--- src/rtl/video_settings.svh ---
`ifndef VIDEO_SETTINGS_SVH
`define VIDEO_SETTINGS_SVH

// plane units and line buffer size
`define NUM_PLANES 2
`define LINE_W 256

// raster counter widths
`define COL_W 9
`define ROW_W 3

// horizontal raster, in pixels
`define H_TOTAL 300
`define H_SYNC_BEG 270
`define H_SYNC_LEN 16

// vertical raster, short frame
`define V_TOTAL 6
`define V_ACTIVE 4
`define V_SYNC_LINE 5

`define PORT_AW 4

`endif

--- src/rtl/video_timing_if.sv ---
`include "video_settings.svh"

interface video_timing_if;

  logic [`COL_W-1:0] col;
  logic [`ROW_W-1:0] row;
  logic              hvpix;
  logic              line_start;

  modport src (
    output col,
    output row,
    output hvpix,
    output line_start
  );

  modport dst (
    input col,
    input row,
    input hvpix,
    input line_start
  );

endinterface

--- src/rtl/video_sync.sv ---
`include "video_settings.svh"

module video_sync (
  input  logic           clk,
  input  logic           rst,
  video_timing_if.src    tim,
  output logic           hsync,
  output logic           vsync
);

  localparam logic [`COL_W-1:0] COL_LAST = `COL_W'(`H_TOTAL - 1);
  localparam logic [`ROW_W-1:0] ROW_LAST = `ROW_W'(`V_TOTAL - 1);
  localparam logic [`COL_W-1:0] HS_BEG = `COL_W'(`H_SYNC_BEG);
  localparam logic [`COL_W-1:0] HS_END = `COL_W'(`H_SYNC_BEG + `H_SYNC_LEN);

  logic [`COL_W-1:0] col;
  logic [`ROW_W-1:0] row;

  always_ff @(posedge clk) begin
    if (rst) begin
      col <= '0;
      row <= '0;
    end else if (col == COL_LAST) begin
      col <= '0;
      if (row == ROW_LAST) begin
        row <= '0;
      end else begin
        row <= row + 1'b1;
      end
    end else begin
      col <= col + 1'b1;
    end
  end

  assign tim.col = col;
  assign tim.row = row;

  // active area: full line buffer width, first rows only
  assign tim.hvpix = (col < `COL_W'(`LINE_W)) && (row < `ROW_W'(`V_ACTIVE));
  assign tim.line_start = (col == '0);

  // raw sync levels, realigned in the mixer
  assign hsync = (col >= HS_BEG) && (col < HS_END);
  assign vsync = (row == `ROW_W'(`V_SYNC_LINE));

endmodule

--- src/flat_wrapper.sv ---
// flat-port wrapper written by rule: the top's interface ports become plain ports
module video_sync_flat 
  (clk, rst, hsync, vsync, tim_col, tim_row, tim_hvpix, tim_line_start);
  video_timing_if tim_i ();
  input  logic clk;
  input  logic rst;
  output logic hsync;
  output logic vsync;
  output wire logic [$bits(tim_i.col)-1:0] tim_col;
  output wire logic [$bits(tim_i.row)-1:0] tim_row;
  output wire logic [$bits(tim_i.hvpix)-1:0] tim_hvpix;
  output wire logic [$bits(tim_i.line_start)-1:0] tim_line_start;
  assign tim_col = tim_i.col;
  assign tim_row = tim_i.row;
  assign tim_hvpix = tim_i.hvpix;
  assign tim_line_start = tim_i.line_start;
  video_sync u_core (.clk(clk), .rst(rst), .tim(tim_i), .hsync(hsync), .vsync(vsync));
endmodule
--- config.mk ---
export PLATFORM = sky130hd
export DESIGN_NAME = video_sync_flat
export DESIGN_NICKNAME = d
export VERILOG_FILES = /design/src/rtl/video_timing_if.sv /design/src/rtl/video_sync.sv /design/src/flat_wrapper.sv
export VERILOG_INCLUDE_DIRS = /design/src /design/src/rtl
export SDC_FILE = /design/constraint.sdc
export NUM_CORES = 1
export LEC_CHECK = 0
export BUFFER_PORTS_ARGS = -buffer_cell sky130_fd_sc_hd__buf_2
export CAP_MARGIN = 15
export CORE_AREA = 2 2 40 42
export CTS_BUF_LIST = sky130_fd_sc_hd__clkbuf_4
export DETAILED_ROUTE_END_ITERATION = 10
export DIE_AREA = 0 0 42 44
export HOLD_SLACK_MARGIN = 0.1
export PLACE_DENSITY = 0.72
export SKIP_LAST_GASP = 1
export SLEW_MARGIN = 5
export SYNTH_ARGS = -nofsm -noshare
export SYNTH_HDL_FRONTEND = slang
export SYNTH_SLANG_ARGS = --single-unit
--- constraint.sdc ---
create_clock -name clk -period 2.27 [get_ports clk]
set_input_delay 0.454 -clock clk [delete_from_list [all_inputs] [get_ports clk]]
set_output_delay 0.454 -clock clk [all_outputs]
set_load 0.1 [all_outputs]
; ---- Yosys cells after proc, flatten, opt, wreduce, memory -nomap -nowiden
; Index checks and enable logic that the tools add are counted.
[totals]
mem_bits_rw = 0
word_cells = 15
mem_bits_ro = 0
out_inout_bits = 16
regBits = 12
memories = 0
latch_bits = 0
[classes]
order_cmp = 4
mul = 0
muxes = 1
reduce_logical = 4
div = 0
addsub = 2
shifts = 0
n_bitwise = 0
eq_ne = 2
[ops]
columns = op, count
row1 = 9-bit < comparator (second input constant), 2
row2 = 9-bit by 1-bit adder with 9-bit output (second input constant), 1
row3 = 9-bit equality test (second input constant), 1
row4 = 9-bit >= comparator (second input constant), 1
row5 = 9-bit zero test, 1
row6 = 3-bit by 1-bit adder with 3-bit output (second input constant), 1
row7 = 3-bit equality test (second input constant), 1
row8 = 3-bit < comparator (second input constant), 1
row9 = 3-bit two-way mux, 1
row10 = 1-bit logical AND, 2
row11 = 2-bit OR reduction, 1

; ---- Longest topological paths before layout
; Gate-level depths: netlist (run 1).
[depth]
depth_word = 2
depth_mapped = 5

; ---- Worst setup path before layout (run 1)
; Ideal clock, no wire load.
[synth_timing]
path_type = reg-to-output
from = reg u_core.row[0] (netlist: u_core.tim.row[0])
to = out vsync
t_arrival_ns = 3.442
path_stages_with_launch = 3
n_path_buf = 0
path_slack_ns = -1.626
path_cell_list = dfxtp_1 -> inv_1 -> nor3b_1
[synth_via]
elab_chain_len = 1
[synth_rtl]
columns = item, line_no
row1 = "start, declared", video_sync.sv:17  ; logic [`ROW_W-1:0] row;
row2 = "start signal, assigned", video_sync.sv:28  ; row <= row + 1'b1;
row3 = 3-bit equality test, video_sync.sv:44  ; assign vsync = (row == `ROW_W'(`V_SYNC_LINE));
row4 = "end, declared", flat_wrapper.sv:8  ; output logic vsync;
; No other way between the ends.

; ---- Final worst setup path (run 1)
[layout_timing]
from = reg u_core.col[0] (netlist: u_core.tim.col[0])
to = out tim_line_start
[layout_via]
elab_chain_len = 1
[layout_rtl]
columns = item, line_no
row1 = "start, declared", video_sync.sv:16  ; logic [`COL_W-1:0] col;
row2 = "start signal, assigned", video_sync.sv:31  ; col <= col + 1'b1;
row3 = 9-bit zero test, video_sync.sv:40  ; assign tim.line_start = (col == '0);
row4 = "end, declared", flat_wrapper.sv:12  ; output wire logic [$bits(tim_i.line_start)-1:0] tim_line_start;
; No other way between the ends.

==> results of run 1 <==
[sequential cells by signal, summed over array words and instances, names as in the netlist]
name and cells:
u_core.tim.col 9, u_core.tim.row 3
[synth_stat cells]
library cell and count:
dfxtp_1 12, nor2_1 8, a21oi_1 6, nand3_1 5, o21ai_0 5, inv_1 4
nand4_1 4, or3_1 4, nand2_1 3, and4bb_2 2, ha_1 2, o31ai_1 2
xnor2_1 2, xor2_1 2, a21oi_2 1, and3_1 1, buf_2 1, buf_4 1
buf_6 1, nand3_2 1, nand4bb_1 1, nand4bb_4 1, nor2b_1 1, nor3_1 1
nor3b_1 1, nor4b_1 1, o21bai_2 1
[logic make-up after synthesis]
logic type	Yosys count	synth area share, %
compound gates	15	13.8
xor+xnor	4	5.36
fa+ha+maj	2	3.83
buf+inv	7	5.94
flops	12	36.8
simple gates	34	34.3
[area by class of cell]
cell class	instances	area (µm²)	area share, %
timing repair buffer	17	87.6	11.1
inverter	4	15.0	1.90
clock inverter	1	3.75	0.475
multi-input combinational	55	397	50.2
sequential	12	245	31.0
clock buffer	3	22.5	2.85
tap	16	20.0	2.53
[what timing repair did]
action,4_1_cts,5_1_grt
setup buffers,0,0
hold buffers,0,0
setup endpoints to repair,0,1
gates resized for setup,0,1
[metal layers]
metal,global-route usage (%),wire (µm),share of wire [%],vias to the layer above
met3,2.50,50,3.9,2
met2,25.0,612,47,13
met4,7.74,7,0.54,0
li1,-,-,-,304
met5,0,0,0,-
met1,21.7,624,48,267
[worst register-to-register path, delay by kind of cell, from the launching register on]
family | cells | cell delay, ps
adders and majority gates | 1 | 360
and+or+nand+nor | 2 | 250
AOI/OAI and AO/OA | 1 | 380
DFF | 1 | 410
[path summary, 6_finish.rpt]
kind                                 from                             end  slack, ps  depth (start not counted)
max          u_core.tim.col[0]$_SDFF_PP0_                  tim_line_start        180                          6
min                                   rst  u_core.tim.row[1]$_SDFFE_PP0N_        400                          2
max reg2reg  u_core.tim.col[0]$_SDFF_PP0_    u_core.tim.col[3]$_SDFF_PP0_        750                          4
min reg2reg  u_core.tim.col[0]$_SDFF_PP0_    u_core.tim.col[0]$_SDFF_PP0_        490                          1
[report_power, final]
part | total (mW) | internal (mW) | switching, mW
Clock | 0.135 | 0.0635 | 0.0715
Sequential | 0.223 | 0.216 | 0.00784
Combinational | 0.0868 | 0.0183 | 0.0685
Total | 0.445 | 0.297 | 0.148
[stage by stage]
stage	hold slack, ps	setup slack, ps	cell area (µm²)	instances	TNS, ps
after floorplan	523	-294	681	74	-294
after global placement	465	412	762	104	0
after detailed placement	477	405	762	104	0
after CTS	400	88.1	788	108	0
after global routing	411	88.9	791	108	0
final	404	184	791	108	0
==> impl_metrics.tcl, run 1 <==
set metrics [dict create \
    status "completed" \
    dp_hpwl_um 946 \
    htreeDepth 1 \
    n_fill_cell 141 \
    die_h_um 44 \
    cp-start-kind "flop" \
    grt-ovfl-total 0 \
    syn_area_per_cell_um2 8.83 \
    wl_per_cell_um 12.0 \
    hold_violations 0 \
    cts-buffers-inserted 3 \
    gp_congestion 0.747 \
    netlist_area_um2 653 \
    max-cap-violations 0 \
    antenna_found_initial 0 \
    p_per_area_mw_per_mm2 563 \
    synthCells 74 \
    cts.sinks 12 \
    root_buffer "clkbuf_4" \
    cp_max_fo 5 \
    synth_area_leaders "dfxtp_1 37%, a21oi_1 4.6%, nor2_1 4.6%" \
    path_delay_family "simple AND/OR/NAND/NOR gates" \
    synth.ff_latch_count 12 \
    cp.buffers_inverters 2 \
    die_w_um 42 \
    port_buffers 17 \
    ys_types 27 \
    slowest_stage "dfxtp_1" \
    grt_pass1_wl_um 2310 \
    initialDrtViolationCount 9 \
    cpPeakStageDelay_ps 360 \
    row_count 14 \
    yosys.area.top_type_share_pct 36.8 \
    leakage_nw 0.299 \
    final_common_cell "buf_2" \
    relSlewSlack_pct 67.9 \
    slew_violations 0 \
    routed_wl_um 1300 \
    postRouteAntennaNets 0 \
    power.total_uw 445 \
    worstSetupEndpointType "output port" \
    vdd_drop_max_uv 286 \
    area.growth.synth_to_final_pct 21.1 \
    yosysWarnings 0 \
    core_area_mm2 0.00142 \
    synth_nets 78 \
    cts_buffer_depth 2 \
    grt_max_degree 12 \
    final_util_pct 55.7 \
    rsz0062_at_grt "false" \
    clk_latency_ps 270 \
    vias_per_cell 5.43 \
    start_util_pct 46.0 \
    ys_seq_area_share_pct 36.8 \
    fmax_ghz 0.479 \
    setup-violations-final 0 \
    layout_min_cycle_time_ps 2090 \
    diodes 0 \
    cp.arrival_ps 1630 \
    vias 586 \
    hold_path.class "in2reg" \
    tightest_slew_ps 485 \
    worstSetupPathType "reg2out" \
    die-area_mm2 0.00185 \
    critPathRequiredTime_ps 1820 \
    clkTransAtPathRegs_ps 80 \
    synth_top_cell_by_area "dfxtp_1" \
    layout_common_cells "16 x buf_2, 8 x dfxtp_1, 6 x nor2_1, 6 x a21oi_1" \
    ioPinCount 18 \
    drive_gt1_share_pct 37.0 \
    grt_use_total_pct 16.0 \
    dr.pass1.iters 4 \
    crit_chain "inv_1, ha_1, nor4b_1, nand2_1, nor2_4, clkbuf_4" \
    tritoncts "yes" \
    final.period_utilization_pct 91.9 \
    drc 0 \
    fin_skew_ps 6.88 \
    grt_pass1_vias 532 \
    final_nets 97 \
]
(Power assumes the default switching activity.)
==> run 2: changes to the inputs <==
- BUFFER_PORTS_ARGS: -buffer_cell sky130_fd_sc_hd__buf_2 -> -buffer_cell sky130_fd_sc_hd__clkbuf_2
==> run 2 against run 1 <==
  * Clock skew fell by 1.9 ps
  * Sequential share of layout area is 0.15 points higher
  * First-iteration DRC count rose by 33%
  * Setup slack worse by 19 ps
  * Sequential power hardly changed
  * Highest routed layer unchanged
==> impl_metrics.tcl, run 2 (synthesis results as in run 1) <==
set metrics [dict create \
    cp-start-kind "flop" \
    critPathRequiredTime_ps 1820 \
    cts_buffer_depth 2 \
    die-area_mm2 0.00185 \
    grt-ovfl-total 0 \
    routed_wl_um 1400 \
    rrSetupSlack_ps 730 \
    postRouteAntennaNets 0 \
    core_area_mm2 0.00142 \
    cts-buffers-inserted 3 \
    clkTransAtPathRegs_ps 70 \
    setup-violations-final 0 \
    drive_gt1_share_pct 37.4 \
    setup-tns-final_ps 0 \
    cp.arrival_ps 1650 \
    hold_violations 0 \
    ioPinCount 18 \
    fin_skew_ps 4.95 \
    crit_start "u_core.tim.col[5]$_SDFF_PP0_" \
    final_nets 97 \
    post_cts_buffers 0 \
    leakage_nw 0.288 \
    fmax_ghz 0.475 \
    cts.sinks 12 \
    postLayoutCellArea_um2 787 \
    largest_reg_flops 9 \
    dr.pass1.iters 4 \
    p_per_area_mw_per_mm2 558 \
    die_h_um 44 \
    clk_latency_ps 270 \
    htreeDepth 1 \
    tightest_slew_ps 540 \
    dp_hpwl_um 955 \
    grt_use_total_pct 17.5 \
    gp_congestion 0.773 \
    reg2reg_depth 4 \
    cp_max_fo 9 \
    endpoint "hsync" \
    hold_start "rst" \
    final.period_utilization_pct 92.7 \
    largest_registers "u_core.tim.col x9, u_core.tim.row x3" \
    row_count 14 \
    relSlewSlack_pct 64.1 \
    port_buffers 17 \
    area.growth.synth_to_final_pct 20.5 \
    layout_min_cycle_time_ps 2110 \
    layout_common_cells "16 x clkbuf_2, 8 x dfxtp_1, 6 x nor2_1, 6 x a21oi_1" \
    drc 0 \
    grt_max_degree 12 \
    grt_pass1_wl_um 2390 \
    vdd_drop_max_uv 388 \
    largest-register "u_core.tim.col" \
    status "completed" \
    r2r-start "u_core.tim.col[0]$_SDFF_PP0_" \
    start_util_pct 46.0 \
    wl_per_cell_um 13.1 \
    max-cap-violations 0 \
    vias 599 \
    final_common_cell "clkbuf_2" \
    n_fill_cell 130 \
    diodes 0 \
    vias_per_cell 5.60 \
    reg2reg_to "u_core.tim.col[3]$_SDFF_PP0_" \
    worstSetupPathType "reg2out" \
    slew_violations 0 \
    initialDrtViolationCount 12 \
    placed_area_um2 764 \
    cts_resized 0 \
    tritoncts "yes" \
    root_buffer "clkbuf_4" \
    grt_pass1_vias 517 \
    antenna_found_initial 0 \
    worstSetupEndpointType "output port" \
    hold_buffers 0 \
    rsz0062_at_grt "false" \
    die_w_um 42 \
    hold_path.class "in2reg" \
]
## run 2: stage by stage
stage / utilization (%) / worst slack (ps) / total power [mW] / hold WS, ps / instances
3_3_place_gp: 53.9 / 486 / 0.316 / 467 / 104
5_1_grt: 55.5 / 23.3 / 0.459 / 406 / 107
6_report: 55.5 / 165 / 0.439 / 405 / 107
2_1_floorplan: - / -294 / 0.304 / 523 / 74
4_1_cts: 55.5 / 157 / 0.445 / 400 / 107
3_5_place_dp: 53.9 / 476 / 0.316 / 478 / 104
## run 2: worst min-delay path by stage
stage / endpoint / slack [ps] / cells past startpoint
6_report: u_core.tim.row[1]$_SDFFE_PP0N_ / 400 / 2
5_1_grt: u_core.tim.row[1]$_SDFFE_PP0N_ / 410 / 2
4_1_cts: u_core.tim.row[1]$_SDFFE_PP0N_ / 400 / 2
3_5_place_dp: u_core.tim.col[0]$_SDFF_PP0_ / 480 / 1
3_3_place_gp: u_core.tim.col[0]$_SDFF_PP0_ / 470 / 1
2_1_floorplan: u_core.tim.col[6]$_SDFF_PP0_ / 520 / 1
## run 2: cell type report
cell class              count  area, µm²  area share, %
flip-flops and latches     12        245           31.2
inverters                   4       15.0           1.91
multi-input cells          55        397           50.4
clock buffers               3       22.5           2.86
well taps                  16       20.0           2.54
repair buffers             17       87.6           11.1
## run 2: power breakdown
part / total, mW / internal (mW) / leakage (nW) / switching, mW
clock network: 0.128 / 0.0613 / 0.0138 / 0.0667
registers: 0.224 / 0.216 / 0.0991 / 0.00831
logic: 0.0872 / 0.0185 / 0.175 / 0.0686
total: 0.439 / 0.295 / 0.288 / 0.144
## run 2: routing by layer
| metal | share of wire [%] | GRT usage (%) |
|---|---|---|
| met5 | 0 | 0 |
| met2 | 45 | 25.9 |
| met1 | 49 | 23.8 |
| met3 | 4.6 | 5.00 |
| met4 | 0.86 | 7.74 |
## run 2: critical path, cell delays in order (launching register included)
cell      delay [ps]
dfxtp_1          420
nor3_1           300
and3_2           220
clkbuf_2         450
==> run 3: changes to the inputs <==
- RECOVER_POWER: default -> 100
==> run 3 against run 2 <==
  * Critical path depth did not move
  * Sequential share of layout area rose by 0.81 points
  * Core utilization fell by 1.7 points
  * Power fell by 1.1%
  * Highest routed layer unchanged
==> impl_metrics.tcl, run 3 (synthesis results as in run 1) <==
set metrics [dict create \
    dr.pass1.iters 4 \
    hold_path_end "u_core.tim.row[1]$_SDFFE_PP0N_" \
    r2r-start "u_core.tim.col[0]$_SDFF_PP0_" \
    final_nets 97 \
    root_buffer "clkbuf_4" \
    largest_registers "u_core.tim.col x9, u_core.tim.row x3" \
    reg2reg_depth 4 \
    final.period_utilization_pct 91.2 \
    reg2reg_to "u_core.tim.col[3]$_SDFF_PP0_" \
    layout_common_cells "14 x clkbuf_2, 9 x dfxtp_1, 6 x nor2_1, 6 x a21oi_1" \
    die-area_mm2 0.00185 \
    fmax_ghz 0.483 \
    relSlewSlack_pct 23.0 \
    worstSetupPathType "reg2out" \
    antenna_found_initial 0 \
    clkTransAtPathRegs_ps 70 \
    hold_buffers 0 \
    path_delay_family "simple AND/OR/NAND/NOR gates" \
    grt-ovfl-total 0 \
    cp_max_fo 9 \
    crit_start "u_core.tim.col[5]$_SDFF_PP0_" \
    final_cells 107 \
    cts_resized 0 \
    worstSetupEndpointType "output port" \
    hold_slack_ps 412 \
    rsz0062_at_grt "false" \
    start_util_pct 46.0 \
    p_per_area_mw_per_mm2 569 \
    cts.sinks 12 \
    diodes 0 \
    slowest_stage "clkbuf_2" \
    hold_path.class "in2reg" \
    die_w_um 42 \
    htreeDepth 1 \
    gp_congestion 0.773 \
    hold_violations 0 \
    initialDrtViolationCount 6 \
    dp_hpwl_um 955 \
    rrSetupSlack_ps 490 \
    grt_pass1_vias 517 \
    grt_max_degree 12 \
    cts-buffers-inserted 3 \
    row_count 14 \
    max-cap-violations 0 \
    cp.arrival_ps 1620 \
    place_inst 104 \
    clk_latency_ps 260 \
    grt_use_total_pct 17.5 \
    routed_wl_um 1380 \
    min_path_cells 2 \
    largest-register "u_core.tim.col" \
    fin_skew_ps 3.95 \
    core_area_mm2 0.00142 \
    drc 0 \
    cpPeakStageDelay_ps 450 \
    setup-violations-final 0 \
    tritoncts "yes" \
    crit_chain "nor3_1, and3_2, clkbuf_2" \
    tightest_slew_ps 1160 \
    grt_pass1_wl_um 2390 \
    vias_per_cell 5.63 \
    vdd_drop_max_uv 385 \
    status "completed" \
    area.growth.synth_to_final_pct 16.9 \
    post_cts_buffers 0 \
    postRouteAntennaNets 0 \
    die_h_um 44 \
    layout_min_cycle_time_ps 2070 \
    final_common_cell "clkbuf_2" \
    drive_gt1_share_pct 31.9 \
    wl_per_cell_um 12.9 \
    ioPinCount 18 \
    largest_reg_flops 9 \
    critPathRequiredTime_ps 1820 \
    setup-tns-final_ps 0 \
    leakage_nw 0.277 \
    cts_buffer_depth 2 \
    slew_violations 0 \
    cp-start-kind "flop" \
    port_buffers 17 \
    hold_start "rst" \
    cp.buffers_inverters 1 \
    vias 602 \
]
[run 3: worst max path at each step]
| stage | slack [ps] | endpoint | cells after the start |
|---|---|---|---|
| 6_report | 200 | hsync | 3 |
| 5_1_grt | 50 | hsync | 3 |
| 4_1_cts | 160 | hsync | 3 |
| 3_5_place_dp | 480 | hsync | 3 |
| 3_3_place_gp | 490 | hsync | 3 |
| 2_1_floorplan | -290 | vsync | 2 |
[run 3: report_power, final]
group | switching, mW | leakage [nW] | internal, mW | total [mW]
clock network | 0.0647 | 0.0138 | 0.0612 | 0.126
registers | 0.00815 | 0.0986 | 0.216 | 0.224
logic | 0.0680 | 0.165 | 0.0167 | 0.0847
total | 0.141 | 0.277 | 0.294 | 0.434
[run 3: cell type report]
cell class / instances / area, µm²
fill: 137 / 656
multi-input combinational: 55 / 377
sequential: 12 / 244
timing repair buffer: 17 / 85.1
clock buffer: 3 / 22.5
tap: 16 / 20.0
inverter: 4 / 15.0
[run 3: metrics by stage]
step | power, mW | setup slack [ps] | utilization [%] | instance area (µm²)
floorplan | 0.304 | -294 | - | 681
global placement | 0.316 | 486 | 53.9 | 764
detailed placement | 0.316 | 476 | 53.9 | 764
CTS | 0.445 | 157 | 55.5 | 787
global route | 0.456 | 53.8 | 53.8 | 763
finish | 0.434 | 200 | 53.8 | 763
[run 3: per-layer routing]
layer	wire length [µm]	share of wire, %	track usage [%]	vias up
met5	0	0	0	-
met4	9	0.65	7.74	0
met3	69	5.0	5.00	2
met2	635	46	25.9	21
met1	669	48	23.8	274
li1	-	-	-	305
